$ cat config.mk
export PLATFORM = sky130hd
export DESIGN_NAME = sample_decimator
export DESIGN_NICKNAME = d
export VERILOG_FILES = /design/src/common/dso_param_pkg.sv /design/src/verilog/sample_decimator.sv
export SDC_FILE = /design/constraint.sdc
export NUM_CORES = 1
export LEC_CHECK = 0
export BUFFER_PORTS_ARGS = -buffer_cell sky130_fd_sc_hd__buf_2
export CAP_MARGIN = 20
export CORE_MARGIN = 2
export CORE_UTILIZATION = 29
export DETAILED_ROUTE_END_ITERATION = 8
export GPL_ROUTABILITY_DRIVEN = 0
export MAX_ROUTING_LAYER = met4
export PLACE_DENSITY = 0.57
export SLEW_MARGIN = 20
export SYNTH_ARGS = -nofsm -noshare
export SYNTH_HDL_FRONTEND = slang
export SYNTH_SLANG_ARGS = --single-unit
$ cat constraint.sdc
create_clock -name ad_clk -period 3.4 [get_ports ad_clk]
set_input_delay 0.85 -clock ad_clk [delete_from_list [all_inputs] [get_ports ad_clk]]
set_output_delay 0.85 -clock ad_clk [all_outputs]
set_load 0.02 [all_outputs]
$ cat src/common/dso_param_pkg.sv
package dso_param_pkg;

  // **************************************************************************
  // screen geometry
  // **************************************************************************
  localparam int ADDR_WIDTH  = 10;              // in-bank address bits
  localparam int HORIZONTAL  = 640;             // samples per screen line
  localparam int HALF_SCREEN = HORIZONTAL / 2;  // pre-trigger depth

  // **************************************************************************
  // sample and address path types
  // **************************************************************************
  typedef logic [7:0]            sample_t;      // adc sample / pixel value
  typedef logic [ADDR_WIDTH-1:0] addr_t;        // address inside one bank
  typedef logic [ADDR_WIDTH:0]   shift_t;       // msb set = shift right
  typedef logic [7:0]            rate_t;        // decimation rate

  localparam sample_t OUT_OF_RANGE_CODE = 8'd255;  // off-window pixel

endpackage

$ cat src/verilog/sample_decimator.sv
module sample_decimator import dso_param_pkg::*; (
  input  logic    ad_clk,
  input  logic    rstn,
  input  sample_t ad_data,
  input  rate_t   deci_rate,
  output sample_t deci_data,
  output logic    deci_valid
);

  rate_t rate_cnt;  // cycles since last strobe

  // strobe once every deci_rate+1 cycles
  always_ff @(posedge ad_clk or negedge rstn) begin
    if (!rstn) begin
      rate_cnt   <= '0;
      deci_valid <= 1'b0;
    end else if (rate_cnt >= deci_rate) begin  // >= copes with a rate lowered on the fly
      rate_cnt   <= '0;
      deci_valid <= 1'b1;
    end else begin
      rate_cnt   <= rate_cnt + 1'b1;
      deci_valid <= 1'b0;
    end
  end

  // sample register, aligned with the strobe
  always_ff @(posedge ad_clk) begin
    deci_data <= ad_data;
  end

endmodule

==> key figures <==
CTS
  • H-tree Lvls: 1
  • TritonCTS Buffers: 3
  • CTS Buffer Depth: 2
  • CTS tree: yes
  • Clock-pin slew on the worst setup and hold paths: 0.09 ns
  • CTS Root Cell: clkbuf_4
  • Clk Latency, worst-skew pair: 0.28 ns
  • Number of gates resized after cts: 0
  • CTS hold repair buffers: 0
  • Post-CTS setup buffer count: 0
  • Clock sink count: 17

Routing
  • Initial drt markers: 5
  • DR WL met2: 513 um
  • Vias: 522
  • Wire length per cell: 9.54 um
  • Routed vias/inst: 4.24
  • Top Layer Used: met3
  • Metal-1 WL: 552 um
  • 1st-pass router iterations: 2
  • Detail Route Antenna Nets: 0
  • DRT Wirelength: 1170 um
  • Metal3 WL: 108 um
  • Remaining DRCs: 0

Power
  • Leakage: 0.513 nW
  • Sw Ratio: 0.337
  • Peak supply drop: 299 uV
  • Share of power burned in the clock network: 0.166
  • Combinational share of power: 0.354
  • Internal power: 0.400 mW
  • Power density cells: 645 mW/mm2
  • Psw: 0.203 mW
  • Reg power frac: 0.480

Floorplan
  • FP Rows: 18
  • Die ar.: 0.00297 mm2
  • Core area: 0.00245 mm2
  • Starting Density: 0.302
  • I/O pins: 27
  • Die X: 54.5 um
  • Die H: 54.5 um

Worst setup path
  • CP max-delay cell: a2111oi_4
  • FF-to-FF End: rate_cnt[3]
  • Worst Path Buf+Inv: 1
  • Crit path max-delay family: compound AO/OA/AOI/OAI gates
  • Worst-path cell chain: buf_2 > ha_1 > nand2b_4 > a2111oi_4 > o21ai_2 > nor2_1
  • Worst Path Required: 3.61 ns
  • Critical path type: input pin to flop
  • Reg2reg setup slack: 1.79 ns
  • Reg2reg path depth: 6
  • Setup crit start kind: input pin
  • Worst-path fanout max: 9
  • FF-to-FF Start: rate_cnt[0]
  • Critical path's largest stage delay: 0.36 ns
  • WP data arrival: 2.04 ns
  • Crit. End Element: flop
  • Critical path origin: deci_rate[0]

Synthesis
  • Ys async rst share: 0.529
  • Avg Inst Size Synth: 11.8 um2
  • Post-synth top area share: 0.304
  • Synth cell types: 16
  • Sequential cell area fraction in the yosys report: 0.520
  • Total nets after synthesis: 90
  • Yosys top cell by area: dfrtp_1
  • EDFF count, synth: 0
  • Post-synth top flop: dfrtp_1
  • Seq cells post-synth: 17
  • Ranking of synthesized cells by area: dfrtp_1 30%, dfxtp_1 22%, ha_1 15%, xor2_1 4.7%, inv_1 4.6%
  • Post-Syn Instances: 63
  • Synth warn: 0
  • Synth Cell Area: 741 um2

Layout
  • Commonest cells after routing, fill and taps aside: 26 x buf_2, 9 x inv_1, 9 x ha_1, 9 x dfrtp_1
  • # diodes: 0
  • Commonest non-fill, non-tap cell in the layout: buf_2
  • Synth-to-Final Area Change: 26.2%
  • Share of cells above drive strength 1: 0.355
  • Filler cell count: 265
  • Fin area: 935 um2
  • Nets: 121

Worst hold path
  • Worst Hold Class: input pin to async pin

Timing
  • Maximum clock rate: 546 MHz
  • Setup TNS: 0 ns
  • Actual slew at the worst max-slew pin: 0.360 ns
  • Final hold violation count: 0
  • RSZ-0062 raised after global routing: false
  • Min Tclk post-route: 1.83 ns
  • Normalized max-slew margin: 0.760
  • Final setup fails: 0
  • Final Max Slew Viols: 0
  • Worst clock skew: 0.00138 ns
  • Fin crit share: 0.539

Global route
  • Initial antenna violation count: 0
  • Vias in the first global route: 507
  • Largest net degree at the start of global routing: 10
  • Grt total ovfl: 0
  • First-pass GRT wire length: 1960 um
  • Total GRT Usage: 0.0978

Run
  • MaxCap Viol Count: 0

Placement
  • Count of input and output buffers: 26
  • HPWL after DPL: 996 um
  • DP Area: 908 um2

Outcome
  • Outcome: finished clean
-- cells in the mapped netlist, types with 2 or more instances --
cell,number
and3_1,3
ha_1,9
xor2_1,4
nor2_1,8
dfxtp_1,8
dfrtp_1,9
xnor2_1,2
inv_1,9
nand3_1,4
-- worst max path at each step --
stage,slack (ns),to,cells past startpoint
6_report,1.57,rate_cnt[3],6
5_1_grt,1.48,rate_cnt[5],7
4_1_cts,1.55,rate_cnt[3],6
3_5_place_dp,1.25,rate_cnt[3],6
3_3_place_gp,1.27,rate_cnt[5],6
2_1_floorplan,1.46,rate_cnt[2],6
-- worst register-to-register path: cells and delay by family, from the launching register on --
family	cells	cell delay (ns)
AOI/OAI and AO/OA	2	0.55
DFF	1	0.39
and+or+nand+nor	2	0.28
adders and majority gates	1	0.26
buffers and inverters	1	0.07
-- flip-flops by register name, indices dropped and copies added (netlist names) --
register and flops:
deci_data 8, deci_valid 1, rate_cnt 8
-- routing by layer --
layer  vias up  GRT usage
li1        270          -
met1       227      0.108
met2        25      0.157
met3         0     0.0246
met4         0     0.0625
met5         -          -
-- power by group through the flow --
stage          combinational (mW)  clock (mW)  sequential, mW
3_5_place_dp                0.217           0           0.294
3_3_place_gp                0.213           0           0.293
6_report                    0.213       0.100           0.289
2_1_floorplan               0.163           0           0.292
4_1_cts                     0.219       0.107           0.289
5_1_grt                     0.246       0.116           0.296
-- per-stage QoR --
step | hold slack, ns | cells | setup WS, ns | total power [mW] | util
global placement | 0.466 | 119 | 1.27 | 0.507 | 0.370
floorplan | 0.446 | 63 | 1.46 | 0.455 | -
global route | 0.390 | 123 | 1.48 | 0.658 | 0.381
finish | 0.400 | 123 | 1.57 | 0.603 | 0.381
detailed placement | 0.477 | 119 | 1.25 | 0.511 | 0.370
CTS | 0.396 | 123 | 1.55 | 0.615 | 0.381
-- layout make-up --
cell class | instances | area (um2) | share of cell area
flip-flops and latches | 17 | 385 | 0.412
multi-input cells | 37 | 322 | 0.344
repair buffers | 26 | 130 | 0.139
well taps | 30 | 37.5 | 0.0402
inverters | 9 | 33.8 | 0.0361
clock buffers | 4 | 26.3 | 0.0281
-- cell families (layout without fill, tap and decap cells) --
logic type	Yosys count	after routing	synth area share
AND/OR/NAND/NOR	16	16	0.111
adder cells (fa/ha/maj)	9	9	0.152
XOR/XNOR	6	6	0.0709
flip-flops	17	17	0.520
buffers and inverters	9	39	0.0456
AO/OA/AOI/OAI	6	6	0.0997
No activity file was read; power rests on OpenSTA's default activity.
