$ cat config.mk
export PLATFORM = sky130hd
export DESIGN_NAME = wave_scan
export DESIGN_NICKNAME = d
export VERILOG_FILES = /design/src/common/dso_param_pkg.sv /design/src/common/dso_ctrl_pkg.sv /design/src/verilog/wave_scan.sv
export SDC_FILE = /design/constraint.sdc
export NUM_CORES = 1
export LEC_CHECK = 0
export BUFFER_PORTS_ARGS = -buffer_cell sky130_fd_sc_hd__clkbuf_2
export CAP_MARGIN = 25
export CORE_UTILIZATION = 45
export DETAILED_ROUTE_END_ITERATION = 10
export PLACE_DENSITY = 0.86
export SLEW_MARGIN = 40
export SYNTH_ARGS = -nofsm -noshare
export SYNTH_HDL_FRONTEND = slang
export SYNTH_SLANG_ARGS = --single-unit
$ cat constraint.sdc
create_clock -name ad_clk -period 2.4 [get_ports ad_clk]
set_input_delay 0.12 -clock ad_clk [delete_from_list [all_inputs] [get_ports ad_clk]]
set_output_delay 0.12 -clock ad_clk [all_outputs]
set_load 0.005 [all_outputs]
$ cat src/common/dso_param_pkg.sv
package dso_param_pkg;

  // **************************************************************************
  // screen geometry
  // **************************************************************************
  localparam int ADDR_WIDTH  = 10;              // in-bank address bits
  localparam int HORIZONTAL  = 640;             // samples per screen line
  localparam int HALF_SCREEN = HORIZONTAL / 2;  // pre-trigger depth

  // **************************************************************************
  // sample and address path types
  // **************************************************************************
  typedef logic [7:0]            sample_t;      // adc sample / pixel value
  typedef logic [ADDR_WIDTH-1:0] addr_t;        // address inside one bank
  typedef logic [ADDR_WIDTH:0]   shift_t;       // msb set = shift right
  typedef logic [7:0]            rate_t;        // decimation rate

  localparam sample_t OUT_OF_RANGE_CODE = 8'd255;  // off-window pixel

endpackage

$ cat src/common/dso_ctrl_pkg.sv
package dso_ctrl_pkg;

  // capture sequence of one screen
  typedef enum logic [1:0] {
    pre_fill,   // filling the pre-trigger half
    armed,      // waiting for the trigger strobe
    post_fill,  // filling the post-trigger half
    done        // screen complete, writes stopped
  } cap_state_t;

  // pixel scan over one screen line
  typedef enum logic {
    idle,
    run
  } scan_state_t;

endpackage

$ cat src/verilog/wave_scan.sv
module wave_scan import dso_param_pkg::*, dso_ctrl_pkg::*; (
  input  logic    ad_clk,
  input  logic    rstn,
  input  logic    scan_start,
  input  sample_t wave_rd_data,
  input  logic    outrange,
  output logic    bank_swap,
  output addr_t   wave_rd_addr,
  output logic    rd_req,
  output logic    pixel_valid,
  output sample_t pixel_data,
  output logic    pixel_outrange
);

  scan_state_t scan_state;
  addr_t       pix_addr;  // pixel column being read

  // start pulse only counts while idle
  assign bank_swap = (scan_state == idle) && scan_start;

  always_ff @(posedge ad_clk or negedge rstn) begin
    if (!rstn) begin
      scan_state <= idle;
      pix_addr   <= '0;
    end else begin
      unique case (scan_state)
        idle: begin
          if (scan_start) begin
            scan_state <= run;
            pix_addr   <= '0;
          end
        end
        run: begin
          if (pix_addr == addr_t'(HORIZONTAL - 1)) begin
            scan_state <= idle;  // line complete
          end else begin
            pix_addr <= pix_addr + 1'b1;
          end
        end
        default: scan_state <= idle;
      endcase
    end
  end

  assign rd_req       = (scan_state == run);
  assign wave_rd_addr = pix_addr;

  // read data returns one cycle after the request
  always_ff @(posedge ad_clk or negedge rstn) begin
    if (!rstn) begin
      pixel_valid <= 1'b0;
    end else begin
      pixel_valid <= rd_req;
    end
  end

  assign pixel_data     = outrange ? OUT_OF_RANGE_CODE : wave_rd_data;
  assign pixel_outrange = outrange;

endmodule

==> flow_summary_export.csv, run 1 <==
group,metric,value,unit
outcome,status,"complete, no violations",
hold_path,hold_end,"wave_rd_addr[9]",
yosys,synth_edf_count,0,
power_and_ir_drop,ir_drop,614.6,µV
place,io_buffers,33,
layout,fillers,121,
power_and_ir_drop,powerDensity,932.2,nW/µm²
routing,wl_per_cell,12.65,µm
yosys,synth.distinct_cells,27,
yosys,yosysSeqAreaShare,0.4340,
worst_setup_path,end_kind,"register",
routing,ant_nets,0,
worst_setup_path,worstReg2RegStart,"wave_rd_addr[0]",
sta,setup_tns,0,ns
floorplan,num_rows,13,
layout,nNetsFinal,123,
layout,multi_input_area,372.9,µm²
clock_tree,tritoncts,"built",
clock_tree,clock-sinks,12,
sta,skew,0.01026,ns
power_and_ir_drop,swShare,0.3829,
layout,final_area,907.1,µm²
global_routing,grt_use_total,0.2011,
sta,timing.hold.ws,0.1929,ns
sta,maxSlewHeadroom,0.5676,
worst_setup_path,cp_max_fo,7,
worst_setup_path,cp.buffers_inverters,0,
power_and_ir_drop,pwr-share-clk,0.195,
hold_path,min_path_type,"input pin to register",
worst_setup_path,cpLargestDelayFamily,"simple AND/OR/NAND/NOR gates",
routing,first_pass_iters,4,
place,dp.final_hpwl,1174,µm
clock_tree,cts-htree-levels,1,
layout,diodes,0,
global_routing,grt_pass1_wl,2159,µm
global_routing,antenna_found_initial,0,
sta,period_share,0.6607,
worst_setup_path,required,2.56,ns
sta,max_freq,630.7,MHz
worst_setup_path,reg2reg_to,"wave_rd_addr[0]",
power_and_ir_drop,power_frac_seq,0.465,
yosys,synthArstFlopShare,1.000,
place,dpl_cell_area,860.8,µm²
sta,timing.final.hold_violations,0,
global_routing,overflow,0,
floorplan,die_y,41.21,µm
floorplan,core_area,1366,µm²
sta,worst_pin_slew,0.6486,ns
sta,setup_viol,0,
worst_setup_path,rrSetupSlack,0.81,ns
yosys,synth-warning-count,0,
clock_tree,clkTransAtPathRegs,0.09,ns
power_and_ir_drop,power,0.8456,mW
power_and_ir_drop,internal-power,0.5218,mW
worst_setup_path,slowest_stage,"dfrtp_1",
yosys,synth_top_family_by_area,"simple AND/OR/NAND/NOR gates",
power_and_ir_drop,p_leak,0.4459,nW
hold_path,min_from,"scan_start",
worst_setup_path,arrival,1.75,ns
routing,vias,701,
routing,first_iter_violations,6,
yosys,syn_nets,87,
hold_path,min_delay_path_depth,3,
yosys,ys.flop_type,"dfrtp_1",
yosys,synth_mux_area_frac,0.01447,
power_and_ir_drop,p_sw,0.3238,mW
clock_tree,clk_latency,0.27,ns
yosys,synth_compound_area_frac,0.2007,
global_routing,grt_pass1_vias,520,
sta,rsz0062_at_grt,"no",
yosys,ys_ff_latch,12,
yosys,avgSynthCellArea,9.350,µm²
clock_tree,postCtsResizedCells,0,
routing,drc,0,
yosys,synth_simple_gate_area_frac,0.2803,
worst_setup_path,crit_type,"register to register",
layout,drive_gt1_frac,0.4220,
floorplan,dieArea,1698,µm²
clock_tree,cts.path.max_buffers,2,
place,gp_congestion,0.8174,
yosys,synth_area,691.9,µm²
routing,routed_wl,1569,µm
yosys,synthesis.instances,74,
worst_setup_path,startpoint_type,"register",
floorplan,die_w,41.21,µm
sta,drv_slew,0,
layout,seqCellArea,300.3,µm²
clock_tree,clockRootBuffer,"clkbuf_4",
floorplan,io_pins,34,
layout,area_growth,31.10,%
yosys,synth_adder_area_share,0.01808,
global_routing,grt_max_degree,24,
clock_tree,numCtsBuffers,3,
worst_setup_path,r2r_cells,5,
worst_setup_path,cp_cell_sequence,"ha_1 > nand3_1 > nor3_4 > xnor2_1 > a21o_1",
routing,via_per_inst,5.653,
sta,layout_min_cycle_time,1.586,ns
yosys,synth_xor_area_frac,0.02532,
run,maxCapViolations,0,
power_and_ir_drop,combinationalPowerShare,0.341,
floorplan,start_util,0.5064,
worst_setup_path,worst_path_largest_cell_delay,0.45,ns
==> per-stage QoR <==
stage / util / std cells / worst slack [ns]
final: 0.6639 / 124 / 0.8144
after detailed placement: 0.6300 / 119 / 0.8249
after floorplan: - / 74 / 0.9672
after CTS: 0.6639 / 124 / 0.8090
after global placement: 0.6300 / 119 / 0.9175
after global routing: 0.6639 / 124 / 0.6751
==> layout by cell type, fill, tap and decap left out <==
master and count:
a21boi_0 1, a21o_1 5, a21oi_1 5, a311oi_1 1, a31oi_1 4, and3_1 3
and4_1 1, clkbuf_2 33, clkbuf_4 3, clkbuf_8 1, dfrtp_1 12, dlygate4sd3_1 1
ha_1 1, inv_1 1, mux2i_1 1, nand2_1 2, nand3_1 6, nand4_1 2
nor2_1 4, nor2b_1 1, nor3_1 1, nor3_4 1, nor3b_1 2, o211ai_1 1
o21ai_0 4, o31ai_1 1, or2_2 8, or3b_1 1, xnor2_1 2
==> worst max path at each step <==
stage          slack [ns]  cells past startpoint             from               to
2_1_floorplan        0.97                      4  wave_rd_addr[8]  wave_rd_addr[0]
3_3_place_gp         0.92                      4  wave_rd_addr[7]  wave_rd_addr[2]
3_5_place_dp         0.82                      5  wave_rd_addr[0]  wave_rd_addr[0]
4_1_cts              0.81                      5  wave_rd_addr[0]  wave_rd_addr[0]
5_1_grt              0.68                      5  wave_rd_addr[0]  wave_rd_addr[5]
6_report             0.81                      5  wave_rd_addr[0]  wave_rd_addr[0]
==> layer usage <==
metal / track usage / vias up / part of all wire
li1: - / 339 / -
met1: 0.2534 / 337 / 0.42
met2: 0.3242 / 23 / 0.53
met3: 0.04891 / 2 / 0.048
met4: 0.08871 / 0 / 0.0070
met5: 0 / - / 0
==> power groups by stage <==
stage / registers [mW] / logic (mW) / clock network, mW
after floorplan: 0.383 / 0.162 / 0
after global placement: 0.388 / 0.283 / 0
after detailed placement: 0.397 / 0.287 / 0
after CTS: 0.392 / 0.291 / 0.165
after global routing: 0.406 / 0.325 / 0.172
final: 0.393 / 0.288 / 0.165
==> worst register-to-register path, cell delays in order, from the launching register on <==
cell	delay, ns
dfrtp_1	0.45
ha_1	0.24
nand3_1	0.15
nor3_4	0.34
xnor2_1	0.12
a21o_1	0.18
==> Yosys cell counts, drive strengths merged, types with 2 or more instances <==
master   n  area share
a21o     5       0.054
a21oi    5       0.036
a31oi    4       0.036
and3     3       0.027
clkbuf   2       0.011
dfrtp   12        0.43
nand2    2       0.011
nand3    6       0.043
nand4    2       0.018
nor2     4       0.022
nor3     2       0.031
nor3b    2       0.022
o21ai    4       0.029
or2      8       0.072
xnor2    2       0.025
==> flip-flops by register name, summed over array words and instances (netlist names) <==
| name | cells |
|---|---|
| rd_req | 1 |
| wave_rd_addr | 10 |
| pixel_valid | 1 |
==> cell families (layout without fill, tap and decap cells) <==
kind of cell | Yosys count | in the layout
xor+xnor | 2 | 2
simple gates | 32 | 32
fa+ha+maj | 1 | 1
compound gates | 22 | 22
flops | 12 | 12
buf+inv | 4 | 39
mux | 1 | 1
==> repair_timing <==
action	4_1_cts	5_1_grt
setup buffers	0	0
hold buffers	1	0
hold endpoints to repair	12	0
==> layout make-up <==
type / count / area share
clock buffer: 4 / 0.04000
multi-input combinational: 58 / 0.4110
sequential: 12 / 0.3310
tap: 15 / 0.02069
inverter: 1 / 0.004138
timing repair buffer: 34 / 0.1931
Note: power is estimated with default switching activity, not from simulation.
==> inputs of run 2 (changes only) <==
--- a/config.mk
+++ b/config.mk
@@ -5,11 +5,12 @@
 export SDC_FILE = /design/constraint.sdc
 export NUM_CORES = 1
 export LEC_CHECK = 0
+export ABC_AREA = 1
 export BUFFER_PORTS_ARGS = -buffer_cell sky130_fd_sc_hd__clkbuf_2
 export CAP_MARGIN = 25
-export CORE_UTILIZATION = 45
+export CORE_UTILIZATION = 40
 export DETAILED_ROUTE_END_ITERATION = 10
-export PLACE_DENSITY = 0.86
+export PLACE_DENSITY = 0.8
 export SLEW_MARGIN = 40
 export SYNTH_ARGS = -nofsm -noshare
 export SYNTH_HDL_FRONTEND = slang
==> constraint.sdc (replaced) <==
create_clock -name ad_clk -period 1.4 [get_ports ad_clk]
set_input_delay 0.07 -clock ad_clk [delete_from_list [all_inputs] [get_ports ad_clk]]
set_output_delay 0.07 -clock ad_clk [all_outputs]
set_load 0.005 [all_outputs]
==> flow_summary_export.csv, run 2 <==
group,metric,value,unit
global_routing,overflow,0,
worst_setup_path,cp_max_fo,7,
power_and_ir_drop,ir_drop,558.1,µV
yosys,synth_area,710.7,µm²
clock_tree,numCtsBuffers,3,
global_routing,grt_use_total,0.1997,
yosys,syn_nets,105,
worst_setup_path,crit_type,"register to register",
layout,diodes,0,
clock_tree,cts-htree-levels,1,
routing,first_pass_iters,9,
routing,ant_nets,0,
sta,drv_slew,0,
routing,routed_wl,1864,µm
global_routing,grt_max_degree,13,
sta,max_freq,710.0,MHz
floorplan,dieArea,1949,µm²
power_and_ir_drop,power,0.7011,mW
sta,layout_min_cycle_time,1.408,ns
sta,setup_viol,1,
yosys,synthArstFlopShare,1.000,
outcome,status,"finished with violations",
layout,final_common_cell,"clkbuf_2",
layout,area_growth,37.32,%
layout,most-common-layout-cells,"clkbuf_2, nand2_1, dfrtp_1, or2_2",
sta,skew,0.001039,ns
worst_setup_path,crit_top_cell,"nand2_4",
worst_setup_path,slowest_stage,"dfrtp_1",
layout,final_area,975.9,µm²
yosys,yosys.area.top_type,"dfrtp_1",
yosys,synth.top_cells.by_area,"dfrtp_1, nand2_1, or2_2",
routing,wl_per_cell,12.51,µm
yosys,yosysSeqAreaShare,0.4225,
layout,drive_gt1_frac,0.4511,
routing,first_iter_violations,25,
routing,drc,4,
clock_tree,clk_latency,0.29,ns
global_routing,grt_pass1_wl,2835,µm
layout,final_util,0.6190,
power_and_ir_drop,p_leak,0.5601,nW
yosys,synth-warning-count,0,
yosys,yosysTopAreaCellShare,0.4225,
global_routing,grt_pass1_vias,668,
hold_path,min_path_type,"input pin to register",
yosys,synthesis.instances,92,
sta,fin_ws,-0.008438,ns
floorplan,die_y,44.15,µm
yosys,synth.distinct_cells,21,
floorplan,core_area,1577,µm²
yosys,avgSynthCellArea,7.725,µm²
yosys,ys_ff_latch,12,
clock_tree,tritoncts,"built",
layout,nNetsFinal,147,
sta,period_share,1.006,
sta,maxSlewHeadroom,0.7936,
clock_tree,clock-sinks,12,
worst_setup_path,arrival,1.58,ns
yosys,synth_edf_count,0,
power_and_ir_drop,powerDensity,718.4,nW/µm²
routing,vias,771,
sta,worst_pin_slew,0.3085,ns
yosys,ys.flop_type,"dfrtp_1",
clock_tree,clkTransAtPathRegs,0.08,ns
floorplan,io_pins,34,
sta,timing.hold.ws,0.07526,ns
sta,rsz0062_at_grt,"yes",
outcome,violations,"DRC, setup timing",
yosys,synth_most_common_cell,"nand2_1",
worst_setup_path,cpLargestDelayFamily,"simple AND/OR/NAND/NOR gates",
worst_setup_path,startpoint_type,"register",
clock_tree,clockRootBuffer,"clkbuf_4",
global_routing,antenna_found_initial,0,
worst_setup_path,cp_cell_sequence,"ha_2 > nand2_4 > nor2_4 > nand2_2 > nand2_4 > nand3_4 > inv_4 > o21ai_0",
yosys,yosys-top-cells-count,"nand2_1, dfrtp_1, or2_2, inv_1, nor2_1",
run,maxCapViolations,0,
sta,timing.final.hold_violations,0,
place,io_buffers,33,
worst_setup_path,end_kind,"register",
layout,largest_register_ffs,10,
floorplan,start_util,0.4508,
place,dp.final_hpwl,1387,µm
place,gp_congestion,0.8283,
worst_setup_path,worst_path_largest_cell_delay,0.42,ns
floorplan,num_rows,14,
clock_tree,cts.path.max_buffers,2,
place,dpl_cell_area,913.4,µm²
place,place_ws,0.02486,ns
routing,via_per_inst,5.174,
layout,fillers,137,
worst_setup_path,cp.buffers_inverters,1,
worst_setup_path,required,1.57,ns
floorplan,die_w,44.15,µm
## run 2: cell count changes in the layout (fill, tap and decap cells not counted), moves of 2 or more
cell	before	now
xnor2_1	2	0
a21o_1	5	0
inv_1	1	8
nor3b_1	2	0
buf_4	0	5
nand2_4	0	2
nand2_1	2	25
a21oi_1	5	2
nor2_1	4	8
o21ai_1	0	2
and3_1	3	0
a31oi_1	4	0
## run 2: final cells by class
type | instances | area, µm² | area share
Multi-Input combinational cell | 69 | 369.1 | 0.3782
Sequential cell | 12 | 301.5 | 0.3090
Timing Repair Buffer | 39 | 212.7 | 0.2179
Clock buffer | 4 | 36.28 | 0.03718
Inverter | 9 | 36.28 | 0.03718
Tap cell | 16 | 20.02 | 0.02051
## run 2: logic make-up (layout without fill, tap and decap cells)
logic type | Yosys count | after routing | synth area share
AOI/OAI and AO/OA | 9 | 9 | 0.06867
xor gates and xnor gates | 1 | 1 | 0.01233
adders and majority gates | 1 | 1 | 0.01760
buffers and inverters | 11 | 52 | 0.06867
DFF | 12 | 12 | 0.4225
and+or+nand+nor | 58 | 58 | 0.4102
## run 2: final timing paths
check / cells past startpoint / start / endpoint / slack [ns]
hold reg to reg: 2 / wave_rd_addr[4] / wave_rd_addr[4] / 0.53
hold / removal: 3 / scan_start / wave_rd_addr[9] / 0.08
min in group asynchronous: 2 / rstn / wave_rd_addr[1] / 0.19
setup reg to reg: 8 / wave_rd_addr[1] / wave_rd_addr[7] / -0.008
max in group asynchronous: 2 / rstn / rd_req / 0.96
setup / recovery: 8 / wave_rd_addr[1] / wave_rd_addr[7] / -0.008
## run 2: stage by stage
stage | cells | TNS (ns)
2_1_floorplan | 92 | 0
3_3_place_gp | 143 | 0
3_5_place_dp | 143 | 0
4_1_cts | 148 | 0
5_1_grt | 149 | -0.5090
6_report | 149 | -0.008438
## run 2: power breakdown
part | internal (mW) | switching, mW | leakage, nW
Combinational | 0.0316 | 0.0284 | 0.394
Sequential | 0.348 | 0.00192 | 0.145
Clock | 0.159 | 0.133 | 0.0210
Total | 0.538 | 0.163 | 0.560
## run 2: worst min-delay path: stages
cell and delay (ns):
clkbuf_2 0.10, nor3_1 0.05, a21oi_2 0.10
## run 2: what timing repair did
action | in CTS | in global routing
hold endpoints to repair | 12 | 0
hold buffers | 1 | 0
buffers inserted | 0 | 1
gates resized for setup | 0 | 3
setup endpoints to repair | 0 | 10
## run 2: layer usage
metal  global-route usage  vias to the layer above  routed length, µm  share of wire
met4              0.09091                        0                 27          0.014
met5                    0                        -                  0              0
li1                     -                      377                  -              -
met1               0.2377                      357                812           0.44
met2               0.3471                       34                911           0.49
met3              0.03673                        3                113          0.061
==> inputs of run 3 (changes only) <==
--- a/config.mk
+++ b/config.mk
@@ -10,7 +10,8 @@
 export CAP_MARGIN = 25
 export CORE_UTILIZATION = 40
 export DETAILED_ROUTE_END_ITERATION = 10
-export PLACE_DENSITY = 0.8
+export GPL_TIMING_DRIVEN = 0
+export PLACE_DENSITY = 0.79
 export SLEW_MARGIN = 40
 export SYNTH_ARGS = -nofsm -noshare
 export SYNTH_HDL_FRONTEND = slang
==> flow_summary_export.csv, run 3 (same netlist as run 2, synthesis figures left out) <==
group,metric,value,unit
outcome,status,"finished with violations",
outcome,violations,"DRC",
hold_path,min_path_type,"input pin to register",
worst_setup_path,end_kind,"register",
worst_setup_path,reg2reg_to,"wave_rd_addr[7]",
run,maxCapViolations,0,
worst_setup_path,critPathLaunch,"wave_rd_addr[0]",
routing,vias,792,
hold_path,min_from,"scan_start",
layout,fillers,136,
power_and_ir_drop,p_leak,0.5603,nW
floorplan,die_w,44.15,µm
routing,routed_wl,1885,µm
clock_tree,cts-htree-levels,1,
clock_tree,clkTransAtPathRegs,0.08,ns
clock_tree,clock-sinks,12,
worst_setup_path,cp_max_fo,7,
layout,final_util,0.6317,
routing,first_iter_violations,48,
power_and_ir_drop,power,0.6960,mW
global_routing,overflow,0,
floorplan,io_pins,34,
place,dp.final_hpwl,1375,µm
power_and_ir_drop,ir_drop,540.2,µV
routing,drc,2,
global_routing,antenna_found_initial,0,
hold_path,hold_end,"wave_rd_addr[9]",
worst_setup_path,cp.buffers_inverters,1,
worst_setup_path,cp_cell_sequence,"ha_4 > nand2_4 > nor2_4 > nand2_2 > nand2_4 > nand3_4 > inv_4 > o21ai_1",
clock_tree,tritoncts,"built",
layout,drive_gt1_frac,0.4776,
clock_tree,numCtsBuffers,3,
floorplan,core_area,1577,µm²
floorplan,num_rows,14,
routing,via_per_inst,5.280,
worst_setup_path,r2r_cells,8,
place,io_buffers,33,
routing,wl_per_cell,12.57,µm
worst_setup_path,crit_type,"register to register",
worst_setup_path,worstReg2RegStart,"wave_rd_addr[0]",
place,dpl_cell_area,895.9,µm²
hold_path,min_delay_path_depth,3,
layout,diodes,0,
place,gp_congestion,0.7836,
layout,final_common_cell,"clkbuf_2",
worst_setup_path,cpLargestDelayFamily,"simple AND/OR/NAND/NOR gates",
worst_setup_path,worst_path_largest_cell_delay,0.41,ns
layout,largest_register_ffs,10,
power_and_ir_drop,powerDensity,698.8,nW/µm²
place,dp_cells,141,
layout,most-common-layout-cells,"clkbuf_2, nand2_1, dfrtp_1, or2_2",
layout,instances_no_fill,150,
sta,skew,0.001334,ns
worst_setup_path,arrival,1.51,ns
worst_setup_path,crit_top_cell,"nand2_4",
clock_tree,cts.path.max_buffers,2,
sta,period_share,0.9591,
sta,worst_pin_slew,0.2946,ns
worst_setup_path,required,1.57,ns
sta,max_freq,744.8,MHz
global_routing,grt_pass1_vias,651,
layout,nNetsFinal,148,
routing,first_pass_iters,8,
routing,ant_nets,0,
layout,area_growth,40.14,%
sta,drv_slew,0,
clock_tree,clockRootBuffer,"clkbuf_4",
global_routing,grt_use_total,0.2056,
sta,setup_viol,0,
layout,final_area,996.0,µm²
floorplan,die_y,44.15,µm
worst_setup_path,rrSetupSlack,0.06,ns
global_routing,grt_pass1_wl,2870,µm
sta,timing.final.hold_violations,0,
sta,maxSlewHeadroom,0.8036,
worst_setup_path,startpoint_type,"register",
clock_tree,clk_latency,0.28,ns
floorplan,dieArea,1949,µm²
sta,layout_min_cycle_time,1.343,ns
worst_setup_path,slowest_stage,"dfrtp_1",
global_routing,grt_max_degree,13,
floorplan,start_util,0.4508,
[run 3: cell types whose count changed in the layout (fill, tap and decap cells not counted)]
cell,previous run,this run
buf_2,0,1
ha_2,1,0
ha_4,0,1
inv_1,8,7
inv_2,0,1
nand2_1,25,24
nand2_2,1,2
nor2_1,8,7
nor2_2,0,1
o21ai_0,4,3
o21ai_1,2,3
[run 3: timing repair]
action | CTS | global route
cloned | 0 | 0
pin swaps | 1 | 0
hold endpoints to repair | 12 | 0
setup endpoints to repair | 9 | 6
gates resized for setup | 0 | 8
hold buffers | 1 | 0
buffers inserted | 3 | 1
[run 3: worst reg2reg max path, cell delays in order (launching register included)]
cell and delay [ns]:
dfrtp_1 0.41, ha_4 0.17, nand2_4 0.06, nor2_4 0.10, nand2_2 0.08, nand2_4 0.10
nand3_4 0.13, inv_4 0.11, o21ai_1 0.07
[run 3: area by class of cell]
cell class,count,area [µm²],share of cell area
Buffer,2,12.51,0.01256
Sequential cell,12,301.5,0.3028
Inverter,9,36.28,0.03643
Clock buffer,4,36.28,0.03643
Tap cell,16,20.02,0.02010
Multi-Input combinational cell,69,384.1,0.3857
Timing Repair Buffer,38,205.2,0.2060
[run 3: through the flow]
step	hold WS [ns]	setup TNS, ns	setup slack (ns)
after floorplan	-0.2256	0	0.09107
after detailed placement	-0.03132	-0.4497	-0.1200
after global placement	-0.03544	-0.03496	-0.03496
after CTS	0.06331	0	0.0001416
final	0.08343	0	0.05730
after global routing	0.09902	-0.01482	-0.01482
[run 3: per-layer routing]
| layer | GRT usage | routed length, µm | vias up |
|---|---|---|---|
| met1 | 0.2429 | 712 | 351 |
| met4 | 0.1212 | 68 | 0 |
| met2 | 0.3471 | 977 | 52 |
| li1 | - | - | 378 |
| met3 | 0.03673 | 128 | 11 |
| met5 | 0 | 0 | - |
[run 3: how the worst max path moves through the flow]
stage / slack [ns] / cells past startpoint / end
finish: 0.06 / 8 / wave_rd_addr[7]
global route: -0.01 / 7 / wave_rd_addr[7]
CTS: 0.0001 / 8 / wave_rd_addr[7]
detailed placement: -0.12 / 8 / wave_rd_addr[7]
global placement: -0.03 / 8 / wave_rd_addr[7]
floorplan: 0.09 / 8 / wave_rd_addr[7]
[run 3: report_power, final]
part | leakage (nW) | switching (mW) | internal [mW] | total [mW]
clock | 0.0210 | 0.127 | 0.159 | 0.286
combinational | 0.396 | 0.0273 | 0.0333 | 0.0606
sequential | 0.143 | 0.00176 | 0.348 | 0.349
total | 0.560 | 0.156 | 0.540 | 0.696
